### config.mk
export PLATFORM = sky130hd
export DESIGN_NAME = fft16_sdf
export DESIGN_NICKNAME = d
export VERILOG_FILES = /design/src/hdl/fft_types_pkg.sv /design/src/hdl/twiddle_pkg.sv /design/src/hdl/radix4_if.sv /design/src/hdl/radix4_butterfly.sv /design/src/hdl/sdf_stage.sv /design/src/hdl/twiddle_rotator.sv /design/src/hdl/fft16_sdf.sv
export SDC_FILE = /design/constraint.sdc
export NUM_CORES = 2
export LEC_CHECK = 0
export ABC_AREA = 1
export BUFFER_PORTS_ARGS = -buffer_cell sky130_fd_sc_hd__buf_2
export CORE_AREA = 2 2 487 489
export CTS_BUF_LIST = sky130_fd_sc_hd__clkbuf_4 sky130_fd_sc_hd__clkbuf_8 sky130_fd_sc_hd__clkbuf_16
export DETAILED_ROUTE_END_ITERATION = 6
export DIE_AREA = 0 0 489 491
export SETUP_SLACK_MARGIN = 0.2
export SYNTH_ARGS = -nofsm -noshare
export SYNTH_HDL_FRONTEND = slang
export SYNTH_SLANG_ARGS = --single-unit
### constraint.sdc
create_clock -name clk -period 18.5 [get_ports clk]
set_input_delay 0.925 -clock clk [delete_from_list [all_inputs] [get_ports clk]]
set_output_delay 0.925 -clock clk [all_outputs]
set_load 0.005 [all_outputs]
### src/hdl/fft_types_pkg.sv
`default_nettype none

package fft_types_pkg;

    // Transform geometry
    localparam int fft_points = 16;
    localparam int radix = 4;
    localparam int counter_bits = 4;

    // Component widths, two bits of growth per stage
    localparam int in_width = 13;
    localparam int s1_width = 15;
    localparam int s2_width = 17;

    // Input format is S1.11
    typedef logic signed [in_width-1:0] in_sample_t;
    typedef logic signed [s1_width-1:0] s1_sample_t;
    typedef logic signed [s2_width-1:0] s2_sample_t;
    typedef logic [counter_bits-1:0] frame_count_t;

    // Quarter of the frame as seen by one SDF stage
    typedef enum logic [1:0] {fill_0, fill_1, fill_2, compute} stage_phase_t;

endpackage

`default_nettype wire

### src/hdl/twiddle_pkg.sv
`default_nettype none

package twiddle_pkg;

    // 1.0 maps to 1024
    localparam int twiddle_frac_bits = 10;
    localparam int twiddle_width = 12;

    typedef logic signed [twiddle_width-1:0] twiddle_t;

    // Entry c holds W16 ** ((c mod 4) * (c div 4))
    // Row r of four entries belongs to butterfly output y_r
    localparam twiddle_t twiddle_re [fft_types_pkg::fft_points] = '{
        12'sd1024, 12'sd1024, 12'sd1024, 12'sd1024,
        12'sd1024, 12'sd946, 12'sd724, 12'sd392,
        12'sd1024, 12'sd724, 12'sd0, -12'sd724,
        12'sd1024, 12'sd392, -12'sd724, -12'sd946
    };

    // Imaginary part is minus the sine
    localparam twiddle_t twiddle_im [fft_types_pkg::fft_points] = '{
        12'sd0, 12'sd0, 12'sd0, 12'sd0,
        12'sd0, -12'sd392, -12'sd724, -12'sd946,
        12'sd0, -12'sd724, -12'sd1024, -12'sd724,
        12'sd0, -12'sd946, -12'sd724, 12'sd392
    };

endpackage

`default_nettype wire

### src/hdl/radix4_if.sv
`timescale 1ns/1ns
`default_nettype none

interface radix4_if #(
    parameter int width = 15
);
    // Butterfly inputs
    logic signed [width-1:0] a0_re, a0_im;
    logic signed [width-1:0] a1_re, a1_im;
    logic signed [width-1:0] a2_re, a2_im;
    logic signed [width-1:0] a3_re, a3_im;

    // Butterfly outputs
    logic signed [width-1:0] y0_re, y0_im;
    logic signed [width-1:0] y1_re, y1_im;
    logic signed [width-1:0] y2_re, y2_im;
    logic signed [width-1:0] y3_re, y3_im;

    modport stage (
        output a0_re, a0_im, a1_re, a1_im, a2_re, a2_im, a3_re, a3_im,
        input  y0_re, y0_im, y1_re, y1_im, y2_re, y2_im, y3_re, y3_im
    );

    modport butterfly (
        input  a0_re, a0_im, a1_re, a1_im, a2_re, a2_im, a3_re, a3_im,
        output y0_re, y0_im, y1_re, y1_im, y2_re, y2_im, y3_re, y3_im
    );

endinterface

`default_nettype wire

### src/hdl/radix4_butterfly.sv
`timescale 1ns/1ns
`default_nettype none

module radix4_butterfly #(
    parameter int width = 15
) (
    radix4_if.butterfly bf
);
    // Partial sums shared by all four outputs
    logic signed [width-1:0] s02_re, s02_im;
    logic signed [width-1:0] d02_re, d02_im;
    logic signed [width-1:0] s13_re, s13_im;
    logic signed [width-1:0] d13_re, d13_im;

    assign s02_re = bf.a0_re + bf.a2_re;
    assign s02_im = bf.a0_im + bf.a2_im;
    assign d02_re = bf.a0_re - bf.a2_re;
    assign d02_im = bf.a0_im - bf.a2_im;
    assign s13_re = bf.a1_re + bf.a3_re;
    assign s13_im = bf.a1_im + bf.a3_im;
    assign d13_re = bf.a1_re - bf.a3_re;
    assign d13_im = bf.a1_im - bf.a3_im;

    assign bf.y0_re = s02_re + s13_re;
    assign bf.y0_im = s02_im + s13_im;

    // y1 = d02 - j*d13, multiply by -j swaps parts
    assign bf.y1_re = d02_re + d13_im;
    assign bf.y1_im = d02_im - d13_re;

    assign bf.y2_re = s02_re - s13_re;
    assign bf.y2_im = s02_im - s13_im;

    // y3 = d02 + j*d13
    assign bf.y3_re = d02_re - d13_im;
    assign bf.y3_im = d02_im + d13_re;

endmodule

`default_nettype wire

### src/hdl/sdf_stage.sv
`timescale 1ns/1ns
`default_nettype none

module sdf_stage #(
    parameter int width = 15,
    parameter int depth = 4
) (
    input  logic                        clk,
    input  logic                        reset,
    input  fft_types_pkg::stage_phase_t phase,
    input  logic signed [width-1:0]     din_re,
    input  logic signed [width-1:0]     din_im,
    output logic signed [width-1:0]     dout_re,
    output logic signed [width-1:0]     dout_im
);
    // Three feedback lines with entry 0 the newest
    logic signed [width-1:0] line_re [3][depth];
    logic signed [width-1:0] line_im [3][depth];
    logic signed [width-1:0] line_in_re [3];
    logic signed [width-1:0] line_in_im [3];
    logic [2:0] fill_en;
    logic [2:0] line_en;
    logic computing;

    radix4_if #(.width(width)) bf_bus ();

    radix4_butterfly #(.width(width)) butterfly_i (
        .bf(bf_bus.butterfly)
    );

    assign computing = (phase == fft_types_pkg::compute);
    assign fill_en[0] = (phase == fft_types_pkg::fill_0);
    assign fill_en[1] = (phase == fft_types_pkg::fill_1);
    assign fill_en[2] = (phase == fft_types_pkg::fill_2);

    // Every line shifts during compute
    assign line_en = fill_en | {3{computing}};

    // Fresh samples while filling, butterfly results while computing
    always_comb
    begin
        line_in_re[0] = computing ? bf_bus.y1_re : din_re;
        line_in_im[0] = computing ? bf_bus.y1_im : din_im;
        line_in_re[1] = computing ? bf_bus.y2_re : din_re;
        line_in_im[1] = computing ? bf_bus.y2_im : din_im;
        line_in_re[2] = computing ? bf_bus.y3_re : din_re;
        line_in_im[2] = computing ? bf_bus.y3_im : din_im;
    end

    always_ff @(posedge clk or posedge reset)
    begin
        if (reset)
        begin
            for (int l = 0; l < 3; l++)
            begin
                for (int i = 0; i < depth; i++)
                begin
                    line_re[l][i] <= '0;
                    line_im[l][i] <= '0;
                end
            end
        end
        else
        begin
            for (int l = 0; l < 3; l++)
            begin
                if (line_en[l])
                begin
                    line_re[l][0] <= line_in_re[l];
                    line_im[l][0] <= line_in_im[l];
                    for (int i = 1; i < depth; i++)
                    begin
                        line_re[l][i] <= line_re[l][i-1];
                        line_im[l][i] <= line_im[l][i-1];
                    end
                end
            end
        end
    end

    // Upper input walks the line outputs, so y0 drains results in fill phases
    always_comb
    begin
        case (phase)
            fft_types_pkg::fill_1:
            begin
                bf_bus.a0_re = line_re[1][depth-1];
                bf_bus.a0_im = line_im[1][depth-1];
            end
            fft_types_pkg::fill_2:
            begin
                bf_bus.a0_re = line_re[2][depth-1];
                bf_bus.a0_im = line_im[2][depth-1];
            end
            default:
            begin
                bf_bus.a0_re = line_re[0][depth-1];
                bf_bus.a0_im = line_im[0][depth-1];
            end
        endcase
    end

    // Lower inputs only take part in compute
    assign bf_bus.a1_re = computing ? line_re[1][depth-1] : '0;
    assign bf_bus.a1_im = computing ? line_im[1][depth-1] : '0;
    assign bf_bus.a2_re = computing ? line_re[2][depth-1] : '0;
    assign bf_bus.a2_im = computing ? line_im[2][depth-1] : '0;
    assign bf_bus.a3_re = computing ? din_re : '0;
    assign bf_bus.a3_im = computing ? din_im : '0;

    assign dout_re = bf_bus.y0_re;
    assign dout_im = bf_bus.y0_im;

    // Lines fill one after another, so the phase only ever steps forward by one
    assert property (@(posedge clk) disable iff (reset)
        (phase != $past(phase)) |-> (2'(phase) == 2'($past(phase)) + 2'd1));

endmodule

`default_nettype wire

### src/hdl/twiddle_rotator.sv
`timescale 1ns/1ns
`default_nettype none

module twiddle_rotator #(
    parameter int in_width = 15,
    parameter int out_width = 17,
    parameter int depth = 4
) (
    input  logic                        clk,
    input  logic                        reset,
    input  fft_types_pkg::frame_count_t count,
    input  logic signed [in_width-1:0]  din_re,
    input  logic signed [in_width-1:0]  din_im,
    output logic signed [out_width-1:0] dout_re,
    output logic signed [out_width-1:0] dout_im
);
    localparam int prod_width = in_width + twiddle_pkg::twiddle_width + 1;
    localparam int cb = fft_types_pkg::counter_bits;

    fft_types_pkg::stage_phase_t quarter;
    logic [1:0] tw_group;
    fft_types_pkg::frame_count_t tw_index;
    twiddle_pkg::twiddle_t w_re;
    twiddle_pkg::twiddle_t w_im;
    logic signed [prod_width-1:0] prod_re;
    logic signed [prod_width-1:0] prod_im;
    logic signed [in_width-1:0] rot_re;
    logic signed [in_width-1:0] rot_im;
    logic signed [out_width-1:0] dly_re [depth];
    logic signed [out_width-1:0] dly_im [depth];

    // Stage 1 emits y0 in compute, y1 to y3 in the following fill quarters
    assign quarter = fft_types_pkg::stage_phase_t'(count[cb-1 -: 2]);
    assign tw_group = (quarter == fft_types_pkg::compute) ? 2'd0 : 2'(quarter) + 2'd1;
    assign tw_index = {tw_group, count[1:0]};

    assign w_re = twiddle_pkg::twiddle_re[tw_index];
    assign w_im = twiddle_pkg::twiddle_im[tw_index];

    assign prod_re = din_re * w_re - din_im * w_im;
    assign prod_im = din_re * w_im + din_im * w_re;

    // Drop the fraction bits, rounding toward minus infinity
    assign rot_re = prod_re[twiddle_pkg::twiddle_frac_bits +: in_width];
    assign rot_im = prod_im[twiddle_pkg::twiddle_frac_bits +: in_width];

    // Realigns each group of four onto the next stage's quarter boundaries
    always_ff @(posedge clk or posedge reset)
    begin
        if (reset)
        begin
            for (int i = 0; i < depth; i++)
            begin
                dly_re[i] <= '0;
                dly_im[i] <= '0;
            end
        end
        else
        begin
            dly_re[0] <= {{(out_width-in_width){rot_re[in_width-1]}}, rot_re};
            dly_im[0] <= {{(out_width-in_width){rot_im[in_width-1]}}, rot_im};
            for (int i = 1; i < depth; i++)
            begin
                dly_re[i] <= dly_re[i-1];
                dly_im[i] <= dly_im[i-1];
            end
        end
    end

    assign dout_re = dly_re[depth-1];
    assign dout_im = dly_im[depth-1];

    // Count 0 takes twiddle 1, so the product equals the input
    assert property (@(posedge clk) disable iff (reset)
        (count == '0) |=> (dly_re[0] == $past(din_re) && dly_im[0] == $past(din_im)));

endmodule

`default_nettype wire

### src/hdl/fft16_sdf.sv
`timescale 1ns/1ns
`default_nettype none

module fft16_sdf (
    input  logic                      clk,
    input  logic                      reset,
    input  fft_types_pkg::in_sample_t x_re,
    input  fft_types_pkg::in_sample_t x_im,
    output fft_types_pkg::s2_sample_t y_re,
    output fft_types_pkg::s2_sample_t y_im
);
    localparam int stage1_depth = fft_types_pkg::fft_points / fft_types_pkg::radix;
    localparam int stage2_depth = stage1_depth / fft_types_pkg::radix;
    localparam int in_width = fft_types_pkg::in_width;
    localparam int s1_width = fft_types_pkg::s1_width;
    localparam int cb = fft_types_pkg::counter_bits;

    fft_types_pkg::frame_count_t count;
    fft_types_pkg::s1_sample_t x_reg_re;
    fft_types_pkg::s1_sample_t x_reg_im;
    fft_types_pkg::s1_sample_t s1_re;
    fft_types_pkg::s1_sample_t s1_im;
    fft_types_pkg::s2_sample_t rot_re;
    fft_types_pkg::s2_sample_t rot_im;
    fft_types_pkg::stage_phase_t s1_phase;
    fft_types_pkg::stage_phase_t s2_phase;

    // Starts at all ones so the first edge after reset lands on sample 0
    always_ff @(posedge clk or posedge reset)
    begin
        if (reset)
            count <= '1;
        else
            count <= count + fft_types_pkg::frame_count_t'(1);
    end

    // Sign extend the input by two bits of headroom
    always_ff @(posedge clk or posedge reset)
    begin
        if (reset)
        begin
            x_reg_re <= '0;
            x_reg_im <= '0;
        end
        else
        begin
            x_reg_re <= {{(s1_width-in_width){x_re[in_width-1]}}, x_re};
            x_reg_im <= {{(s1_width-in_width){x_im[in_width-1]}}, x_im};
        end
    end

    assign s1_phase = fft_types_pkg::stage_phase_t'(count[cb-1 -: 2]);
    assign s2_phase = fft_types_pkg::stage_phase_t'(count[1:0]);

    sdf_stage #(
        .width(s1_width),
        .depth(stage1_depth)
    ) stage1_i (
        .clk(clk),
        .reset(reset),
        .phase(s1_phase),
        .din_re(x_reg_re),
        .din_im(x_reg_im),
        .dout_re(s1_re),
        .dout_im(s1_im)
    );

    twiddle_rotator #(
        .in_width(s1_width),
        .out_width(fft_types_pkg::s2_width),
        .depth(stage1_depth)
    ) rotator_i (
        .clk(clk),
        .reset(reset),
        .count(count),
        .din_re(s1_re),
        .din_im(s1_im),
        .dout_re(rot_re),
        .dout_im(rot_im)
    );

    // Output bins leave in digit-reversed order
    sdf_stage #(
        .width(fft_types_pkg::s2_width),
        .depth(stage2_depth)
    ) stage2_i (
        .clk(clk),
        .reset(reset),
        .phase(s2_phase),
        .din_re(rot_re),
        .din_im(rot_im),
        .dout_re(y_re),
        .dout_im(y_im)
    );

    // Counter width has to match the frame length for the wrap to land on 0
    assert property (@(posedge clk) disable iff (reset)
        (count == fft_types_pkg::frame_count_t'(fft_types_pkg::fft_points - 1)) |=> (count == '0));

endmodule

`default_nettype wire

==> flow_summary.yaml <==
status:
  status: "complete, no violations"
synthesis:
  synth_nets: 10500
  synth_compound_area_frac: 0.123
  synth_area_per_cell_sq_um: 7.69
  syn_inst: 9119
  syn_area_sq_um: 70100
  post-synth-top-count-cell: "nand2_1"
  synth_commonest_cells: "nand2_1, inv_1, ha_1, fa_1, nor2_1"
  synth_warnings: 0
  synth.distinct_cells: 70
  synth_top_area_cell: "dfrtp_1"
  synth_xor_area_frac: 0.0415
  synth_top_area_frac: 0.217
  muxShareOfSynthArea: 0
  synthTopCellsByArea: "dfrtp_1, fa_1, ha_1"
  synth_edf_count: 0
  synthFlopType: "dfrtp_1"
  yosysSeqAreaShare: 0.219
  synth-simple-area-share: 0.180
  synth_top_family_by_area: "adder cells"
  ys_ff_latch: 612
  async_flop_share: 1.00
  synth-adder-area-share: 0.316
finish:
  area_delta_synth_final_pct: 8.65
  design_area_sq_um: 76200
  seq_area_sq_um: 15300
  diodes: 0
  multi_input_area_sq_um: 46400
  fillerInstances: 25000
  layout-drive-gt1-share: 0.0442
  nNetsFinal: 10400
clock_tree:
  postCtsSetupRepairBufs: 0
  cts-root-buf: "clkbuf_16"
  cts_resized: 0
  cts_buffers: 75
  worstSkewPairLatency_ns: 0.72
  cts.sinks: 612
  cts_tree: "done"
  clockBufferDepth: 3
  h-tree-depth: 3
  clk_pin_slew_ns: 0.07
  cts_hold_buf: 0
timing:
  slew_headroom: 0.213
  setup-tns-final_ns: 0
  rsz0062_at_grt: "false"
  finalSetupViolations: 0
  drv_slew: 0
  finalHoldViolCount: 0
  layout_setup_ws_ns: 6.01
  fmax_mhz: 80.1
  worstMarginPinSlew_ns: 1.17
  skew_ns: 0.0428
  holdWs_ns: 0.320
  fin_crit_sh: 0.675
  period_needed_ns: 12.49
worst_setup_path:
  critical_path_class: "flip-flop to flip-flop"
  critPathRequiredTime_ns: 19.08
  reg2reg_depth: 51
  setup.worst_path.start_class: "flip-flop"
  reg2reg_to: "rotator_i.dly_re[65]"
  slowest_delay_ns: 0.78
  crit_path_frequent_cell: "inv_1"
  crit_path_start: "count[2]"
  cp_data_arrival_time_ns: 13.07
  cpMaxStageDelayCell: "fa_1"
  r2r_start: "count[2]"
  cp_max_fo: 69
  rrSetupSlack_ns: 6.01
  endpoint_kind: "flip-flop"
place:
  place_ws_ns: 6.18
  port_buffers: 61
  gp_congestion: 0.939
  place_hpwl_mm: 170
  placed_area_sq_um: 73600
detailed_routing:
  firstDrtPassIters: 6
  viasPerCell: 4.78
  vias: 58300
  avgRoutedWirePerCell_um: 17.6
  drt_iter0_drc: 4733
  drc_errors: 0
  wl_mm: 214
  antenna_left: 0
global_routing:
  grt_usage: 0.179
  grt_pass1_vias: 57200
  grt_max_degree: 142
  antenna_found_initial: 3
  grt_pass1_wl_mm: 336
  grt-ovfl-total: 0
run:
  max_cap_viol_count: 0
die:
  dieArea_sq_um: 240000
  io_pins: 62
  rows: 178
  initial_core_util: 0.299
  core_area_sq_um: 235000
  dieWidth_um: 489
  die_h_um: 491
hold_path:
  hold_start: "x_re[10]"
  hold_end: "x_reg_re[10]"
  hold_depth: 1
  hold_class: "primary input to flip-flop"
per-layer routing:
metal | vias up | wire length (um) | global-route usage
li1 | 28000 | - | -
met1 | 28000 | 96400 | 0.248
met2 | 1924 | 96900 | 0.286
met3 | 308 | 13800 | 0.0221
met4 | 0 | 7260 | 0.0583
met5 | - | 0 | 0
cells by family (layout without fill, tap and decap cells):
family / Yosys count / in the layout
AOI/OAI and AO/OA: 1429 / 1429
and+or+nand+nor: 3134 / 3134
xor gates and xnor gates: 331 / 331
DFF: 612 / 612
buffers and inverters: 2238 / 2161
adders and majority gates: 1375 / 1375
worst max-delay path: cells and delay by family, from the launching register on:
kind            cells  cell delay, ns
fa+ha+maj          11            5.03
buf+inv            13            2.41
simple gates       18            2.09
compound gates      8            1.77
flops               1            0.65
xor+xnor            1            0.30
flip-flops by register name, indices dropped and copies added (netlist names):
| register | cells |
|---|---|
| stage1_i.line_im | 180 |
| stage1_i.line_re | 180 |
| stage2_i.line_im | 51 |
| stage2_i.line_re | 51 |
| rotator_i.dly_im | 45 |
| rotator_i.dly_re | 45 |
| rotator_i.dout_im | 15 |
| rotator_i.dout_re | 15 |
| x_reg_im | 13 |
| x_reg_re | 13 |
| count | 4 |
worst max-delay path by stage:
stage	depth (start not counted)	to
floorplan	1	rotator_i.dly_im[17]
global placement	44	rotator_i.dly_re[58]
detailed placement	51	rotator_i.dly_re[65]
CTS	51	rotator_i.dly_re[65]
global route	51	rotator_i.dly_re[65]
finish	51	rotator_i.dly_re[65]
placed cells by master (no fill, tap or decap), types with 75 or more instances in the layout:
master,instances
clkbuf_16,75
inv_1,1854
o21ai_0,419
dfrtp_1,608
xor2_1,281
a21oi_1,515
nand2_1,1999
ha_1,708
fa_1,661
nor2_1,654
nand3_1,275
area by class of cell:
type / instances / share of cell area
Multi-Input combinational cell: 6269 / 0.609
Clock buffer: 104 / 0.0287
Clock inverter: 32 / 0.00509
Sequential cell: 612 / 0.201
Tap cell: 3150 / 0.0517
Timing Repair Buffer: 130 / 0.0110
Inverter: 1895 / 0.0936
per-stage QoR:
stage                util  instances
finish              0.325      12200
global route        0.325      12200
detailed placement  0.314      12100
global placement    0.314      12100
floorplan               -       9119
CTS                 0.325      12200
Power is not shown: default switching activity piles up to over one toggle a cycle in this logic, so the estimate is an artifact.
